File: src/hw/CpuPkg.sv
package CpuPkg;

	// Program counter width, counted in halfwords
	localparam int PcBits = 16;

	// Data memory halfword address width
	localparam int MemAddrBits = 10;

	// Instruction memory size in 32-bit words
	localparam int ImemDepth = 256;

	// Datapath word
	typedef logic [31:0] Word;

	// Halfword address into instruction space
	typedef logic [PcBits-1:0] Pc;

	// Register number, sixteen registers
	typedef logic [3:0] RegNo;

	// Word address toward data memory
	typedef logic [MemAddrBits-2:0] MemWordAddr;

	// Instruction word index used by the load port
	typedef logic [7:0] ImemAddr;

	// Two-cycle memory access sequence
	typedef enum logic {AddrCompute, Access} MemState;

	// Opcodes, instruction bits 31..30
	localparam logic [1:0] OpSub = 2'b00;
	localparam logic [1:0] OpXan = 2'b01;
	localparam logic [1:0] OpMem = 2'b10;
	localparam logic [1:0] OpShift = 2'b11;

endpackage

File: src/hw/RegisterFile.sv
`timescale 1ns/10ps

module RegisterFile (
	input logic CLK,
	input logic RST_X,
	// Read port 0
	input CpuPkg::RegNo ReadNo0,
	input logic ReadEn0,
	output CpuPkg::Word ReadData0,
	// Read port 1
	input CpuPkg::RegNo ReadNo1,
	input logic ReadEn1,
	output CpuPkg::Word ReadData1,
	// Single write port
	input CpuPkg::RegNo WriteNo,
	input logic WriteEn,
	input CpuPkg::Word WriteData
);

	// Sixteen general registers
	CpuPkg::Word regs [16];

	// Write lands at the clock edge
	always_ff @(posedge CLK) begin
		if (!RST_X) begin
			for (int i = 0; i < 16; i++) begin
				regs[i] <= '0;
			end
		end else if (WriteEn) begin
			regs[WriteNo] <= WriteData;
		end
	end

	// Reads are combinational
	// Disabled port returns zero
	assign ReadData0 = ReadEn0 ? regs[ReadNo0] : '0;
	assign ReadData1 = ReadEn1 ? regs[ReadNo1] : '0;

	// No bypass, a same-cycle write is seen one cycle later

endmodule

File: src/hw/Alu.sv
`timescale 1ns/10ps

module Alu (
	input CpuPkg::Word A,
	input CpuPkg::Word B,
	// Opcode field, and-not only for OpXan
	input logic [1:0] OpSelect,
	// Condition bits: zero, negative, positive
	input logic [2:0] CondSelect,
	output CpuPkg::Word Result,
	output logic CondMet
);

	logic isZero;
	logic isNegative;
	logic isPositive;

	// Memory ops also subtract here
	always_comb begin
		if (OpSelect == CpuPkg::OpXan) begin
			Result = A & ~B;
		end else begin
			Result = A - B;
		end
	end

	// Result properties
	assign isZero = (Result == '0);
	assign isNegative = Result[31];
	// Strictly above zero
	assign isPositive = !isNegative && !isZero;

	// Any selected property is enough
	assign CondMet = (CondSelect[0] && isZero)
		|| (CondSelect[1] && isNegative)
		|| (CondSelect[2] && isPositive);

	// Empty condition field never branches

endmodule

File: src/hw/Shifter.sv
`timescale 1ns/10ps

module Shifter (
	input CpuPkg::Word Value,
	// Bit 4 direction, bits 3..0 amount
	input logic [4:0] Args,
	output CpuPkg::Word Result
);

	logic [3:0] amount;
	logic toRight;

	// Unpack the operand B field
	assign amount = Args[3:0];
	assign toRight = Args[4];

	// Logical shift, zeros fill in from either side
	always_comb begin
		if (toRight) begin
			Result = Value >> amount;
		end else begin
			Result = Value << amount;
		end
	end

	// Amount tops out at 15

endmodule

File: src/hw/ComputeStage.sv
`timescale 1ns/10ps

module ComputeStage (
	input logic CLK,
	input logic RST_X,
	// From fetch
	input CpuPkg::Word Instruction,
	input logic Valid,
	input CpuPkg::Pc InstrPc,
	// Back to fetch
	output logic StallRequest,
	output logic BranchRequest,
	output CpuPkg::Pc BranchTarget,
	// Data memory port
	output logic MemEn,
	output CpuPkg::MemWordAddr MemAddr,
	input CpuPkg::Word MemRdata,
	output logic MemWen,
	output CpuPkg::Word MemWdata
);

	// Instruction fields
	logic [1:0] opcode;
	logic jumpFlag;
	logic [3:0] fieldA;
	logic [4:0] fieldB;
	CpuPkg::RegNo fieldD;
	logic [2:0] cond;
	logic [11:0] offset;
	logic isMem;
	logic isShift;
	logic isBranchOp;

	// Memory sequence state and its captured operands
	CpuPkg::MemState memState;
	CpuPkg::MemWordAddr memAddrReg;
	CpuPkg::RegNo memRegNo;
	logic memWrite;
	logic inAccess;
	logic exec;
	logic startMem;

	// Register file hookup
	CpuPkg::RegNo rdNo0;
	logic rdEn0;
	CpuPkg::Word rdData0;
	CpuPkg::RegNo rdNo1;
	logic rdEn1;
	CpuPkg::Word rdData1;
	CpuPkg::RegNo wrNo;
	logic wrEn;
	CpuPkg::Word wrData;

	// Datapath
	CpuPkg::Word aluA;
	CpuPkg::Word aluB;
	CpuPkg::Word aluResult;
	logic condMet;
	CpuPkg::Word shiftResult;

	// Decode
	assign opcode = Instruction[31:30];
	// Jump flag doubles as write flag for memory ops
	assign jumpFlag = Instruction[29];
	assign fieldA = Instruction[28:25];
	assign fieldB = Instruction[24:20];
	assign fieldD = Instruction[19:16];
	assign cond = Instruction[14:12];
	assign offset = Instruction[11:0];
	assign isMem = (opcode == CpuPkg::OpMem);
	assign isShift = (opcode == CpuPkg::OpShift);
	assign isBranchOp = (opcode == CpuPkg::OpSub) || (opcode == CpuPkg::OpXan);

	RegisterFile regFile (
		.CLK(CLK),
		.RST_X(RST_X),
		.ReadNo0(rdNo0),
		.ReadEn0(rdEn0),
		.ReadData0(rdData0),
		.ReadNo1(rdNo1),
		.ReadEn1(rdEn1),
		.ReadData1(rdData1),
		.WriteNo(wrNo),
		.WriteEn(wrEn),
		.WriteData(wrData)
	);

	Alu alu (
		.A(aluA),
		.B(aluB),
		.OpSelect(opcode),
		.CondSelect(cond),
		.Result(aluResult),
		.CondMet(condMet)
	);

	// Shifts take operand A, constants included
	Shifter shifter (
		.Value(aluA),
		.Args(fieldB),
		.Result(shiftResult)
	);

	// Instruction executes only outside the access cycle
	assign inAccess = (memState == CpuPkg::Access);
	assign exec = Valid && !inAccess;
	assign startMem = exec && isMem;

	// Port 0: operand A, or the store source during access
	assign rdNo0 = inAccess ? memRegNo : fieldA;
	assign rdEn0 = inAccess ? memWrite : ((fieldA[3:2] != 2'b00) && !isMem);
	// Port 1: operand B register, unused by shifts
	assign rdNo1 = fieldB[3:0];
	assign rdEn1 = !fieldB[4] && !isShift;

	// Operand A, registers 4..15 or a constant
	always_comb begin
		if (isMem) begin
			// Signed offset, doubled
			aluA = {{27{fieldA[3]}}, fieldA, 1'b0};
		end else if (fieldA[3:2] != 2'b00) begin
			aluA = rdData0;
		end else begin
			case (fieldA[1:0])
				2'd0: aluA = '0;
				2'd1: aluA = '1;
				2'd2: aluA = 32'd1;
				default: aluA = 32'hFFFF_FFFC;
			endcase
		end
	end

	// Operand B, register or prioritized constant
	always_comb begin
		if (!fieldB[4]) begin
			aluB = rdData1;
		end else if (fieldB[0]) begin
			aluB = '1;
		end else if (fieldB[1]) begin
			aluB = 32'd1;
		end else if (fieldB[2]) begin
			// PC as byte address
			aluB = CpuPkg::Word'({InstrPc, 1'b0});
		end else if (fieldB[3]) begin
			aluB = 32'd32;
		end else begin
			aluB = '0;
		end
	end

	// Address cycle always hands over to the access cycle
	always_ff @(posedge CLK) begin
		if (!RST_X) begin
			memState <= CpuPkg::AddrCompute;
		end else if (startMem) begin
			memState <= CpuPkg::Access;
		end else begin
			memState <= CpuPkg::AddrCompute;
		end
	end

	// Capture address, register and direction
	always_ff @(posedge CLK) begin
		if (startMem) begin
			// Byte address down to word address
			memAddrReg <= aluResult[CpuPkg::MemAddrBits:2];
			memRegNo <= fieldD;
			memWrite <= jumpFlag;
		end
	end

	// Fetch freezes for the access cycle
	assign StallRequest = inAccess;
	assign MemEn = inAccess;
	assign MemWen = inAccess && memWrite;
	assign MemAddr = memAddrReg;
	assign MemWdata = rdData0;

	// Write-back: load data, shift or ALU result
	assign wrEn = inAccess ? !memWrite : (exec && !isMem);
	assign wrNo = inAccess ? memRegNo : fieldD;
	assign wrData = inAccess ? MemRdata : (isShift ? shiftResult : aluResult);

	// PC-relative branch, halfword offset
	assign BranchRequest = exec && isBranchOp && jumpFlag && condMet;
	assign BranchTarget = InstrPc + CpuPkg::Pc'($signed(offset));

endmodule

File: config.mk
export PLATFORM = sky130hd
export DESIGN_NAME = ComputeStage
export DESIGN_NICKNAME = d
export VERILOG_FILES = /design/src/hw/CpuPkg.sv /design/src/hw/RegisterFile.sv /design/src/hw/Alu.sv /design/src/hw/Shifter.sv /design/src/hw/ComputeStage.sv
export SDC_FILE = /design/constraint.sdc
export NUM_CORES = 1
export LEC_CHECK = 0
export BUFFER_PORTS_ARGS = -buffer_cell sky130_fd_sc_hd__buf_2
export CAP_MARGIN = 25
export CELL_PAD_IN_SITES_DETAIL_PLACEMENT = 1
export CELL_PAD_IN_SITES_GLOBAL_PLACEMENT = 1
export CORE_UTILIZATION = 45
export CTS_CLUSTER_SIZE = 30
export DETAILED_ROUTE_END_ITERATION = 7
export PLACE_DENSITY = 0.84
export SYNTH_ARGS = -nofsm -noshare
export SYNTH_HDL_FRONTEND = slang
export SYNTH_SLANG_ARGS = --single-unit
File: constraint.sdc
create_clock -name CLK -period 18.4 [get_ports CLK]
set_input_delay 5.52 -clock CLK [delete_from_list [all_inputs] [get_ports CLK]]
set_output_delay 5.52 -clock CLK [all_outputs]
set_load 0.005 [all_outputs]
==> impl_metrics.py <==
metrics = {
    "clock_tree": {
        "post_cts_buffers": 0,
        "worst_skew_pair.late_latency_ps": 660,
        "holdBufCountCts": 0,
        "cts.sinks": 527,
        "cts_tree": "built",
        "cts-root-buf": "clkbuf_16",
        "cts_resized": 0,
        "htreeDepth": 2,
        "cts_buffer_depth": 3,
        "cts_buffers": 57,
        "path_clk_slew_ps": 60,
    },
    "layout": {
        "final_nets": 3384,
        "area.growth.synth_to_final_pct": 12.0,
        "drive_gt1_share_pct": 22.3,
        "fill_cells": 8050,
    },
    "critical_path": {
        "worstPathRequired_ps": 12880,
        "cp_cell_sequence": "buf_2, nor2b_1, buf_4, o31ai_4, o221ai_1, a211oi_2, o22ai_2, buf_4, inv_1, ha_1, nor2_1, a21oi_1, o211ai_1, a2111oi_1, buf_4, nor3b_1, xnor2_1, o31ai_1, o211ai_1, or4b_1, or4_1, and3_1, buf_2",
        "critPathLaunchType": "input port",
        "slowest_delay_ps": 720,
        "slowest_stage": "o31ai_4",
        "cp-startpoint": "Instruction[30]",
        "arrival_ps": 12480,
        "end_kind": "primary output",
        "cp_max_fo": 15,
        "cp.depth": 23,
        "crit_top_cell": "buf_4",
        "critPathKind": "in -> out",
        "path_buf_inv": 6,
        "crit_family": "compound AO/OA/AOI/OAI gates",
        "reg2reg_depth": 22,
        "r2r-start": "MemEn",
    },
    "placed_design": {
        "portBuffers": 142,
        "finalWeightedCongestion": 1.05,
        "place_hpwl_um": 107000,
    },
    "pwr": {
        "p_sw_share_pct": 35.0,
        "p_switching_mw": 1.29,
        "pwr-share-clk_pct": 32.8,
        "pwr-share-comb_pct": 29.0,
        "max-vdd-ir-drop_mv": 0.0827,
        "total_leakage_power_nw": 14.5,
        "power_frac_seq_pct": 38.2,
        "internal-power_mw": 2.39,
        "power.density_nw_per_um2": 94.7,
    },
    "route": {
        "drt_iter0_drc": 5346,
        "wl_per_cell_um": 37.9,
        "drc": 0,
        "first_pass_iters": 7,
        "totalWireLength_um": 164000,
        "viasPerCell": 7.48,
        "vias": 32389,
        "antenna_left": 0,
    },
    "timing": {
        "maxSlewViolCount": 0,
        "setup_viol": 0,
        "layout_min_cycle_time_ps": 18000,
        "slew_headroom_pct": 18.2,
        "whs_ps": 1370,
        "finalHoldViolCount": 0,
        "fin_crit_sh_pct": 97.8,
        "fin_worst_skew_ps": 35.4,
        "max_freq_ghz": 0.0555,
        "rsz0062_at_grt": "no",
        "fin_tns_setup_ps": 0,
        "worst_slew_pin_slew_ps": 1230,
    },
    "floorplan": {
        "rows": 101,
        "die_area_sq_um": 78200,
        "coreArea_sq_um": 76100,
        "die_w_um": 280,
        "die_h_um": 280,
        "start_util_pct": 45.6,
        "pin_count": 144,
    },
    "synth": {
        "syn_inst": 3147,
        "synth_edf_count": 526,
        "synth-main-ff-cell": "edfxtp_1",
        "yosysMostFrequentCell": "nor2_1",
        "synthesis.nets": 3282,
        "ys_seq_area_share_pct": 45.6,
        "synth_area_per_cell_sq_um": 11.0,
        "ys_ff_latch": 527,
        "synthTopCellsByCount": "559 x nor2_1, 526 x edfxtp_1, 297 x nand2_1, 211 x mux4_2, 156 x clkbuf_1",
        "yosys.area.top_type_share_pct": 45.5,
        "yosysTopAreaCell": "edfxtp_1",
        "synth_area_sq_um": 34700,
        "ys_top_cells_by_area": "edfxtp_1 46%, mux4_2 14%, nor2_1 6.0%",
        "ys_types": 113,
        "ys.warnings.count": 0,
        "async_flop_share_pct": 0,
    },
    "global_route": {
        "grt_use_total_pct": 41.2,
        "grt-ovfl-total": 0,
        "grt_pass1_wl_um": 230000,
        "grt_pass1_vias": 32617,
        "antenna_found_initial": 11,
        "grt_max_degree": 77,
    },
    "status": {
        "outcome": "complete, no violations",
    },
    "worst_hold_path": {
        "holdPathStages": 4,
        "hold_path.class": "reg -> reg",
        "hold_start": "MemEn",
    },
    "job": {
        "maxCapViolCount": 0,
    },
}
layer usage:
layer / up-vias / share of wire (%) / track usage, %
met5: - / 0.10 / 0.813
met4: 16 / 7.7 / 26.8
met3: 911 / 15 / 13.2
met2: 3194 / 44 / 63.0
met1: 15977 / 33 / 49.9
li1: 12291 / - / -
per-stage QoR:
step,cell area [sq um],power [mW],utilization [%],cells,setup WS [ps]
4_1_cts,38800,3.61,51.0,4322,768
5_1_grt,38900,3.73,51.1,4328,268
2_1_floorplan,34700,2.03,-,3147,1290
6_report,38900,3.68,51.1,4329,396
3_5_place_dp,36900,2.43,48.5,4215,771
3_3_place_gp,36900,2.40,48.5,4212,852
cell families after synthesis:
| logic type | Yosys count | synth area share (%) |
|---|---|---|
| fa+ha+maj | 52 | 1.92 |
| flops | 527 | 45.6 |
| xor+xnor | 27 | 0.682 |
| compound gates | 649 | 13.5 |
| mux | 369 | 18.5 |
| simple gates | 1208 | 15.6 |
| buf+inv | 315 | 4.16 |
final cells by class:
class	instances	area (sq um)	area share, %
diodes	2	5.00	0.0129
repair buffers	306	2070	5.33
multi-input cells	2305	17600	45.3
inverters	52	198	0.509
well taps	1030	1290	3.32
clock buffers	68	1490	3.83
flip-flops and latches	527	15800	40.7
clock inverters	39	404	1.04
flip-flops by register name, indices dropped and copies added (netlist names):
name,count
memWrite,1
regFile.regs,512
MemAddr,9
MemEn,1
memRegNo,4
worst reg2reg max path, cell delays in order, from the launching register on:
cell and delay (ps):
dfxtp_2 750, buf_4 640, nand3_1 650, and2_1 640, buf_4 330, o221ai_1 270
a31oi_1 140, buf_4 230, a21oi_4 340, ha_1 280, fa_1 240, nor2b_1 90
o31ai_1 480, a21oi_1 190, a31o_2 320, buf_4 180, a31oi_1 380, o21ai_0 250
buf_4 200, o211ai_1 80, o31ai_1 170, o221ai_2 860, nor2_1 170
power by group through the flow:
stage / clock [mW] / combinational (mW) / sequential [mW]
floorplan: 0 / 0.616 / 1.41
global placement: 0 / 0.981 / 1.42
detailed placement: 0 / 1.00 / 1.43
CTS: 1.20 / 1.01 / 1.40
global route: 1.23 / 1.09 / 1.41
finish: 1.21 / 1.07 / 1.41
path summary, 6_finish.rpt:
check / to / slack (ps)
setup reg to reg: regFile.regs[14][28] / 10210
setup / recovery: BranchRequest / 400
hold / removal: regFile.regs[7][24] / 1370
hold reg to reg: regFile.regs[7][24] / 1370
layout by cell type (no fill, tap or decap), drive strengths merged, types with 11 or more instances in the layout:
master,Yosys,layout
nor3,62,62
o2111ai,12,12
mux2,13,13
edfxtp,526,526
a211oi,18,18
and3,17,17
nand2b,18,18
clkbuf,156,69
o21ai,118,118
a221oi,41,41
inv,50,54
nor4,25,25
nor2b,34,34
a21oi,117,117
and3b,16,16
xnor2,20,20
o221ai,34,34
buf,107,305
or3,12,12
nand4,16,16
a22oi,21,21
o22ai,42,42
or2,11,11
nand2,297,297
and2,24,24
a21o,22,22
o31ai,30,30
a31oi,24,24
mux2i,142,142
o211ai,42,42
nor2,569,569
mux4,214,214
ha,50,50
nand3,74,74
clkinv,2,28
(Power assumes the default switching activity.)
